### src/microCore8Pkg.sv
package microCore8Pkg;

  // Bus widths
  localparam int addrWidth = 16;
  localparam int dataWidth = 8;

  typedef logic [addrWidth-1:0] addr_t;
  typedef logic [dataWidth-1:0] data_t;

  // Supported opcodes, real Z80 encodings
  typedef enum logic [7:0] {
    opNop    = 8'h00,
    opLdAn   = 8'h3E,
    opAddAn  = 8'hC6,
    opSubN   = 8'hD6,
    opAndN   = 8'hE6,
    opXorN   = 8'hEE,
    opOrN    = 8'hF6,
    opCpl    = 8'h2F,
    opScf    = 8'h37,
    opCcf    = 8'h3F,
    opJp     = 8'hC3,
    opJpZ    = 8'hCA,
    opJpC    = 8'hDA,
    opLdAMem = 8'h3A,
    opLdMemA = 8'h32,
    opHalt   = 8'h76
  } opcode_t;

  typedef enum logic [3:0] {
    aluPass, aluAdd, aluSub, aluAnd, aluOr, aluXor, aluCpl, aluScf, aluCcf
  } aluOp_t;

  typedef enum logic {addrPc, addrTmp} addrSel_t;

  // Machine cycle and T-state counters
  typedef enum logic [1:0] {M1, M2, M3, M4} mCycle_t;
  typedef enum logic [1:0] {T1, T2, T3, T4} tState_t;

  // Flag bit positions in F
  localparam int flagZ = 6;
  localparam int flagC = 0;

  localparam data_t resetAcc   = 8'hFF;
  localparam data_t resetFlags = 8'hFF;  // Z and C read as set

endpackage

### src/alu8.sv
`timescale 1ns/1ps

module alu8
  import microCore8Pkg::*;
(
  input  aluOp_t aluOp,
  input  data_t  accOut,
  input  data_t  operand,
  input  data_t  flagsIn,
  output data_t  aluResult,
  output data_t  aluFlags
);

  logic [8:0] sum;     // Ninth bit holds carry or borrow
  logic       carry;
  logic       setZ;    // Result drives Z

  always_comb
  begin
    sum       = '0;
    aluResult = accOut;
    carry     = flagsIn[flagC];
    setZ      = 1'b1;
    case (aluOp)
      aluAdd:
      begin
        sum       = {1'b0, accOut} + {1'b0, operand};
        aluResult = sum[7:0];
        carry     = sum[8];
      end
      aluSub:
      begin
        sum       = {1'b0, accOut} - {1'b0, operand};
        aluResult = sum[7:0];
        carry     = sum[8];  // Borrow
      end
      aluAnd:
      begin
        aluResult = accOut & operand;
        carry     = 1'b0;
      end
      aluOr:
      begin
        aluResult = accOut | operand;
        carry     = 1'b0;
      end
      aluXor:
      begin
        aluResult = accOut ^ operand;
        carry     = 1'b0;
      end
      aluCpl:
      begin
        aluResult = ~accOut;
        setZ      = 1'b0;  // Flags untouched
      end
      aluScf:
      begin
        carry = 1'b1;
        setZ  = 1'b0;
      end
      aluCcf:
      begin
        carry = ~flagsIn[flagC];
        setZ  = 1'b0;
      end
      default:
      begin
        aluResult = operand;  // Pass
        setZ      = 1'b0;
      end
    endcase

    aluFlags        = flagsIn;
    aluFlags[flagC] = carry;
    if (setZ)
      aluFlags[flagZ] = (aluResult == 8'h00);
  end

endmodule

### src/busSequencer.sv
`timescale 1ns/1ps

module busSequencer
  import microCore8Pkg::*;
(
  input  logic       clk,
  input  logic       reset_n,
  input  logic       wait_n,
  input  logic [2:0] mCycles,
  input  logic       isHalt,
  input  logic       writeCycle,
  output mCycle_t    mCycle,
  output tState_t    tState,
  output logic       halted,
  output logic       m1_n,
  output logic       write,
  output logic       halt_n
);

  mCycle_t mNext;
  tState_t tNext;
  logic    lastT;  // Final T-state of this M-cycle
  logic    lastM;  // Final M-cycle of this instruction

  // Opcode fetch runs to T4, all other cycles end in T3
  assign lastT = (mCycle == M1) ? (tState == T4) : (tState == T3);
  assign lastM = ({1'b0, mCycle} + 3'd1) == mCycles;

  always_comb
  begin
    mNext = mCycle;
    tNext = tState;
    if ((tState == T2) && !wait_n)
    begin
      // Hold in T2 while memory asks for wait
      tNext = T2;
    end
    else if (lastT)
    begin
      tNext = T1;
      mNext = lastM ? M1 : mCycle_t'(mCycle + 2'd1);
    end
    else
      tNext = tState_t'(tState + 2'd1);
  end

  always_ff @(posedge clk)
  begin
    if (!reset_n)
    begin
      mCycle <= M1;
      tState <= T1;
      halted <= 1'b0;
      m1_n   <= 1'b1;
    end
    else
    begin
      mCycle <= mNext;
      tState <= tNext;
      m1_n   <= !((mNext == M1) && ((tNext == T1) || (tNext == T2)));
      if (lastT && lastM && isHalt)
        halted <= 1'b1;  // Sticky until reset
    end
  end

  // Write strobe spans T1..T3 of the store cycle
  assign write  = writeCycle && (tState != T4);
  assign halt_n = !halted;

endmodule

### src/dataPath.sv
`timescale 1ns/1ps

module dataPath
  import microCore8Pkg::*;
(
  input  logic     clk,
  input  logic     reset_n,
  input  logic     wait_n,
  input  data_t    dataIn,
  input  mCycle_t  mCycle,
  input  tState_t  tState,
  input  logic     halted,
  input  addrSel_t addrSel,
  input  logic     loadTmpLo,
  input  logic     loadTmpHi,
  input  logic     jumpTaken,
  input  logic     loadAccFromBus,
  input  logic     saveAlu,
  input  logic     writeCycle,
  input  logic     incPc,
  input  data_t    aluResult,
  input  data_t    aluFlags,
  output addr_t    address,
  output data_t    dataOut,
  output data_t    ir,
  output data_t    accOut,
  output data_t    operand,
  output data_t    flags
);

  addr_t pc;
  addr_t tmpAddr;   // Jump target or memory operand address
  logic  busLatch;  // Closing clock of T2
  logic  cycleEnd;  // Edge where ACC and F commit

  assign busLatch = (tState == T2) && wait_n;
  assign cycleEnd = (mCycle == M1) ? (tState == T4) : (tState == T3);

  // ----------------------------------------
  // Read data latches
  // ----------------------------------------
  // Captured at end of T2 so the ALU sees the byte during T3
  always_ff @(posedge clk)
  begin
    if (busLatch)
    begin
      operand <= dataIn;
      if (loadTmpLo)
        tmpAddr[7:0] <= dataIn;
      if (loadTmpHi)
        tmpAddr[15:8] <= dataIn;
    end
  end

  // ----------------------------------------
  // Program counter and registers
  // ----------------------------------------
  always_ff @(posedge clk)
  begin
    if (!reset_n)
    begin
      pc      <= '0;
      ir      <= data_t'(opNop);
      accOut  <= resetAcc;
      flags   <= resetFlags;
      dataOut <= '0;
    end
    else
    begin
      if (tState == T3)
      begin
        if (jumpTaken)
          pc <= tmpAddr;
        else if (incPc && !halted)
          pc <= pc + 16'd1;
        // Halted core keeps fetching but executes nothing
        if (mCycle == M1)
          ir <= halted ? data_t'(opNop) : dataIn;
        if (!writeCycle)
          dataOut <= accOut;  // Frozen through the store cycle
      end

      if (cycleEnd)
      begin
        if (saveAlu)
        begin
          accOut <= aluResult;
          flags  <= aluFlags;
        end
        else if (loadAccFromBus)
          accOut <= dataIn;
      end
    end
  end

  assign address = (addrSel == addrTmp) ? tmpAddr : pc;

endmodule

### src/microCore8.sv
`timescale 1ns/1ps

module microCore8
  import microCore8Pkg::*;
(
  input  logic  clk,
  input  logic  reset_n,
  input  logic  wait_n,
  input  data_t dataIn,
  output addr_t address,
  output data_t dataOut,
  output logic  m1_n,
  output logic  write,
  output logic  halt_n
);

  mCycle_t    mCycle;
  tState_t    tState;
  logic       halted;
  logic [2:0] mCycles;
  logic       isHalt;
  addrSel_t   addrSel;
  logic       loadTmpLo;
  logic       loadTmpHi;
  logic       jumpTaken;
  logic       loadAccFromBus;
  logic       saveAlu;
  aluOp_t     aluOp;
  logic       writeCycle;
  logic       incPc;
  data_t      ir;
  data_t      accOut;
  data_t      operand;
  data_t      flags;
  data_t      aluResult;
  data_t      aluFlags;

  // ----------------------------------------
  // Timing and control
  // ----------------------------------------
  busSequencer i_busSequencer (
    .clk        (clk),
    .reset_n    (reset_n),
    .wait_n     (wait_n),
    .mCycles    (mCycles),
    .isHalt     (isHalt),
    .writeCycle (writeCycle),
    .mCycle     (mCycle),
    .tState     (tState),
    .halted     (halted),
    .m1_n       (m1_n),
    .write      (write),
    .halt_n     (halt_n)
  );

  opDecoder i_opDecoder (
    .ir             (ir),
    .mCycle         (mCycle),
    .flags          (flags),
    .mCycles        (mCycles),
    .isHalt         (isHalt),
    .addrSel        (addrSel),
    .loadTmpLo      (loadTmpLo),
    .loadTmpHi      (loadTmpHi),
    .jumpTaken      (jumpTaken),
    .loadAccFromBus (loadAccFromBus),
    .saveAlu        (saveAlu),
    .aluOp          (aluOp),
    .writeCycle     (writeCycle),
    .incPc          (incPc)
  );

  // ----------------------------------------
  // Registers and ALU
  // ----------------------------------------
  dataPath i_dataPath (
    .clk            (clk),
    .reset_n        (reset_n),
    .wait_n         (wait_n),
    .dataIn         (dataIn),
    .mCycle         (mCycle),
    .tState         (tState),
    .halted         (halted),
    .addrSel        (addrSel),
    .loadTmpLo      (loadTmpLo),
    .loadTmpHi      (loadTmpHi),
    .jumpTaken      (jumpTaken),
    .loadAccFromBus (loadAccFromBus),
    .saveAlu        (saveAlu),
    .writeCycle     (writeCycle),
    .incPc          (incPc),
    .aluResult      (aluResult),
    .aluFlags       (aluFlags),
    .address        (address),
    .dataOut        (dataOut),
    .ir             (ir),
    .accOut         (accOut),
    .operand        (operand),
    .flags          (flags)
  );

  alu8 i_alu8 (
    .aluOp     (aluOp),
    .accOut    (accOut),
    .operand   (operand),
    .flagsIn   (flags),
    .aluResult (aluResult),
    .aluFlags  (aluFlags)
  );

endmodule

### src/opDecoder.sv
`timescale 1ns/1ps

module opDecoder
  import microCore8Pkg::*;
(
  input  data_t      ir,
  input  mCycle_t    mCycle,
  input  data_t      flags,
  output logic [2:0] mCycles,
  output logic       isHalt,
  output addrSel_t   addrSel,
  output logic       loadTmpLo,
  output logic       loadTmpHi,
  output logic       jumpTaken,
  output logic       loadAccFromBus,
  output logic       saveAlu,
  output aluOp_t     aluOp,
  output logic       writeCycle,
  output logic       incPc
);

  opcode_t op;
  logic    condMet;  // Jump condition of JP cc

  assign op = opcode_t'(ir);

  // ALU function per opcode, only used when saveAlu is set
  always_comb
  begin
    case (op)
      opAddAn: aluOp = aluAdd;
      opSubN:  aluOp = aluSub;
      opAndN:  aluOp = aluAnd;
      opOrN:   aluOp = aluOr;
      opXorN:  aluOp = aluXor;
      opCpl:   aluOp = aluCpl;
      opScf:   aluOp = aluScf;
      opCcf:   aluOp = aluCcf;
      default: aluOp = aluPass;
    endcase
  end

  always_comb
  begin
    mCycles        = 3'd1;
    isHalt         = 1'b0;
    addrSel        = addrPc;
    loadTmpLo      = 1'b0;
    loadTmpHi      = 1'b0;
    jumpTaken      = 1'b0;
    loadAccFromBus = 1'b0;
    saveAlu        = 1'b0;
    writeCycle     = 1'b0;
    incPc          = (mCycle == M1);  // Every fetch advances PC
    condMet        = 1'b1;
    case (op)
      opLdAn, opAddAn, opSubN, opAndN, opXorN, opOrN:
      begin
        mCycles        = 3'd2;
        incPc          = 1'b1;  // Skip the immediate byte
        loadAccFromBus = (mCycle == M2) && (op == opLdAn);
        saveAlu        = (mCycle == M2) && (op != opLdAn);
      end
      opCpl, opScf, opCcf:
        saveAlu = (mCycle == M1);
      opJp, opJpZ, opJpC:
      begin
        mCycles   = 3'd3;
        incPc     = 1'b1;
        loadTmpLo = (mCycle == M2);
        loadTmpHi = (mCycle == M3);
        if (op == opJpZ)
          condMet = flags[flagZ];
        else if (op == opJpC)
          condMet = flags[flagC];
        jumpTaken = (mCycle == M3) && condMet;
      end
      opLdAMem, opLdMemA:
      begin
        mCycles   = 3'd4;
        incPc     = (mCycle != M4);
        loadTmpLo = (mCycle == M2);
        loadTmpHi = (mCycle == M3);
        if (mCycle == M4)
        begin
          addrSel        = addrTmp;
          loadAccFromBus = (op == opLdAMem);
          writeCycle     = (op == opLdMemA);
        end
      end
      opHalt:
        isHalt = 1'b1;
      default:
        ;  // NOP and anything unsupported
    endcase
  end

endmodule
### config.mk
export PLATFORM = sky130hd
export DESIGN_NAME = microCore8
export DESIGN_NICKNAME = d
export VERILOG_FILES = /design/src/microCore8Pkg.sv /design/src/alu8.sv /design/src/busSequencer.sv /design/src/dataPath.sv /design/src/microCore8.sv /design/src/opDecoder.sv
export SDC_FILE = /design/constraint.sdc
export NUM_CORES = 1
export LEC_CHECK = 0
export BUFFER_PORTS_ARGS = -buffer_cell sky130_fd_sc_hd__buf_2
export CORE_ASPECT_RATIO = 0.5
export CORE_MARGIN = 1.5
export CORE_UTILIZATION = 50
export DETAILED_ROUTE_END_ITERATION = 8
export PLACE_DENSITY = 0.67
export SYNTH_ARGS = -nofsm -noshare
export SYNTH_HDL_FRONTEND = slang
export SYNTH_SLANG_ARGS = --single-unit
### constraint.sdc
create_clock -name clk -period 3.9 [get_ports clk]
set_clock_uncertainty 0.15 [all_clocks]
set_input_delay 0.39 -clock clk [delete_from_list [all_inputs] [get_ports clk]]
set_output_delay 0.39 -clock clk [all_outputs]
set_load 0.03 [all_outputs]
==> results_dict.tcl <==
set metrics [dict create \
    route.detailed.drc 0 \
    final_layout_size_suffix_gt1_frac 0.1645 \
    start_kind "flip-flop" \
    achievable-frequency_ghz 0.3021 \
    grt_setup_unrepaired "no" \
    crit_fanout 17 \
    ant_nets 0 \
    final_slew_violations 0 \
    dieArea_mm2 0.01084 \
    multiInputGateArea_mm2 0.003088 \
    gates_resized_cts_repair 0 \
    finalWeightedCongestion 0.9114 \
    worst_min_delay_path_startpoint "dataIn[0]" \
    detail_route.iter0.violations 446 \
    number_of_buffer_cells_added_on_primary_ports 37 \
    post_synthesis_cell_type_with_the_largest_combined_area "sky130_fd_sc_hd__dfxtp_1" \
    synth_compound_area_frac 0.2234 \
    yosys-top-cells-area "sky130_fd_sc_hd__dfxtp_1 (19%), sky130_fd_sc_hd__edfxtp_1 (14%), sky130_fd_sc_hd__ha_1 (8.3%), sky130_fd_sc_hd__nor2_1 (4.4%), sky130_fd_sc_hd__a21oi_1 (4.0%)" \
    setup-tns-final_ns 0 \
    synth.lib_cells_used.distinct 79 \
    hold_path_end "i_dataPath.operand[0]" \
    reg2reg_from "i_dataPath.ir[1]" \
    route.met2.wl_um 5943 \
    critPathRequiredTime_ns 3.36 \
    avgSynthCellArea_um2 8.756 \
    floorplan.initialDensity 0.5272 \
    hold_ws_ns 0.1982 \
    globalRouteTotalUtil 0.2566 \
    synth-simple-area-share 0.2227 \
    io_pins 38 \
    via_count 4455 \
    synth_sequential_area_ratio 0.3300 \
    yosysTopAreaCellShare 0.1886 \
    regArea_mm2 0.001682 \
    fillerInstances 864 \
    drtPass1Iterations 5 \
    synth_fa_ha_area_frac 0.09133 \
    synth_nets 629 \
    fin_nets 644 \
    fin_worst_setup_slack_ns 0.5896 \
    wl_per_cell_um 18.17 \
    cts.root.buffer_cell "sky130_fd_sc_hd__clkbuf_16" \
    cts.sinks 72 \
    die_span_in_x_um 145.8 \
    yosysMostFrequentCell "sky130_fd_sc_hd__nor2_1" \
    timing.critical_path.arrival_ns 2.77 \
    total_number_of_placement_rows 25 \
    run_status "finished, final reports clean" \
    top_layer_used "met4" \
    p_per_area_mw_per_mm2 363.3 \
    m1WireLength_um 6365 \
    hold_fix_buffers_at_cts 0 \
    detail_route.vias_per_cell 6.045 \
    insertion_delay_ns 0.34 \
    worstSetupEndpointType "output pin" \
    maxCapViolations 0 \
    postSynthCellCount 582 \
    timing.reg2reg.setup_slack_ns 0.71 \
    holdCritPathClass "input port to flip-flop" \
    critical_path.reg2reg.endpoint "i_dataPath.pc[7]" \
    clkSlewWorstSetupHoldPaths_ns 0.06 \
    pre_cts_ws_ns 0.7322 \
    final_period_minus_worst_setup_slack_ns 3.310 \
    timing.max_slew.rel_slack 0.2902 \
    timing.reg2reg.worst_path_depth 11 \
    yosys_warnings 0 \
    grt_first_pass_wirelength_um 21420 \
    hold_depth 1 \
    synth_top_family_by_area "compound AO/OA/AOI/OAI gates" \
    route.met3.wl_um 759 \
    detailedPlacementHpwl_um 9333 \
    numCtsBuffers 9 \
    antenna_diode_count 0 \
    synthXorXnorAreaFrac 0.006875 \
    worstMarginPinSlew_ns 1.058 \
    area_delta_synth_final_pct 10.73 \
    cell_area_after_synthesis_mm2 0.005096 \
    yosys_most_used_dff "sky130_fd_sc_hd__dfxtp_1" \
    postCtsSetupRepairBufs 0 \
    number_of_global_route_vias_before_repair 3972 \
    crit_type "flip-flop to output pin" \
    final_hold_viol_count 0 \
    setup_viol 0 \
    vdd_ir_drop_max_mv 0.2091 \
    routed_wl_um 13390 \
    post_synth_mux_area_share 0.06163 \
    maximum_number_of_pins_on_one_net_before_global_route_repair 30 \
    cts_tree "built" \
    grt_antenna_before_repair 1 \
    timing.final.crit_share 0.8488 \
    synthTopCellsByCount "sky130_fd_sc_hd__nor2_1 (60), sky130_fd_sc_hd__dfxtp_1 (48), sky130_fd_sc_hd__a21oi_1 (41)" \
    total_power_mw 2.050 \
    async_reset_ff_frac 0 \
    die_height_um 74.39 \
    ctsHtreeMaxLevel 3 \
    synth_seq_cells 72 \
    p_leak_nw 2.290 \
    number_of_synthesized_flops_with_an_enable_pin 24 \
    grt_overflow_total 0 \
    finish.utilization 0.5838 \
    cts_max_path_buffers 2 \
    coreArea_mm2 0.009666 \
]
cell type report:
type	instances	area share
multi-input combinational	435	0.5472
sequential	72	0.2980
clock buffer	11	0.04501
timing repair buffer	43	0.04080
tap	135	0.02993
inverter	36	0.02395
clock inverter	5	0.01508
critical path, cell delays in order, from the launching register on:
cell                       delay [ns]
sky130_fd_sc_hd__dfxtp_1         0.57
sky130_fd_sc_hd__nand4b_1        0.21
sky130_fd_sc_hd__or4_1           0.52
sky130_fd_sc_hd__inv_1           0.14
sky130_fd_sc_hd__ha_1            0.16
sky130_fd_sc_hd__buf_4           0.25
sky130_fd_sc_hd__mux2_2          0.39
sky130_fd_sc_hd__buf_2           0.18
layer usage:
metal / track usage / vias up
met1: 0.3507 / 2124
met2: 0.4058 / 134
li1: - / 2173
met4: 0.09184 / 0
met5: 0 / -
met3: 0.05767 / 24
power breakdown:
part / internal [mW] / switching (mW)
Clock: 0.604 / 0.350
Sequential: 0.803 / 0.0279
Combinational: 0.0899 / 0.175
Total: 1.50 / 0.553
metrics by stage:
step	instances	area, um2
final	737	5643
after global routing	737	5643
after CTS	737	5643
after floorplan	582	5096
after detailed placement	721	5304
after global placement	721	5304
worst max path at each step:
stage                      from                   end  cells past startpoint
4_1_cts        i_dataPath.ir[1]           address[15]                      7
6_report       i_dataPath.ir[1]           address[15]                      7
5_1_grt        i_dataPath.ir[1]      i_dataPath.pc[7]                     11
3_3_place_gp   i_dataPath.ir[4]  i_dataPath.accOut[5]                      7
2_1_floorplan  i_dataPath.ir[0]           address[10]                      8
3_5_place_dp   i_dataPath.ir[1]      i_dataPath.pc[6]                     11
cell families (layout without fill, tap and decap cells):
kind of cell	after synthesis	count (layout)
AO/OA/AOI/OAI	160	160
XOR/XNOR	4	4
adder cells (fa/ha/maj)	36	36
buffers and inverters	75	95
flip-flops	72	72
multiplexers	28	28
AND/OR/NAND/NOR	207	207
cell usage in the layout, fill, tap and decap left out, drive strengths merged, types with 5 or more instances in the layout:
cell type / netlist / layout
a211o: 5 / 5
a211oi: 10 / 10
a21boi: 8 / 8
a21o: 8 / 8
a21oi: 41 / 41
a31oi: 9 / 9
and2: 11 / 11
and3: 9 / 9
buf: 21 / 43
clkbuf: 18 / 11
dfxtp: 48 / 48
edfxtp: 24 / 24
ha: 34 / 34
inv: 36 / 38
mux2: 17 / 17
mux2i: 10 / 10
nand2: 35 / 35
nand2b: 6 / 6
nand3: 21 / 21
nor2: 61 / 61
nor2b: 10 / 10
nor3: 12 / 12
nor3b: 10 / 10
o211ai: 6 / 6
o21ai: 23 / 23
o221a: 8 / 8
state kept, by name, indices dropped and copies added (netlist names):
signal / count
i_busSequencer.halted: 1
i_busSequencer.m1_n: 1
i_busSequencer.mCycle: 2
i_busSequencer.tState: 2
i_dataPath.accOut: 8
i_dataPath.dataOut: 8
i_dataPath.flags: 2
i_dataPath.ir: 8
i_dataPath.operand: 8
i_dataPath.pc: 16
i_dataPath.tmpAddr: 16
Power figures use the tool's default switching activity.
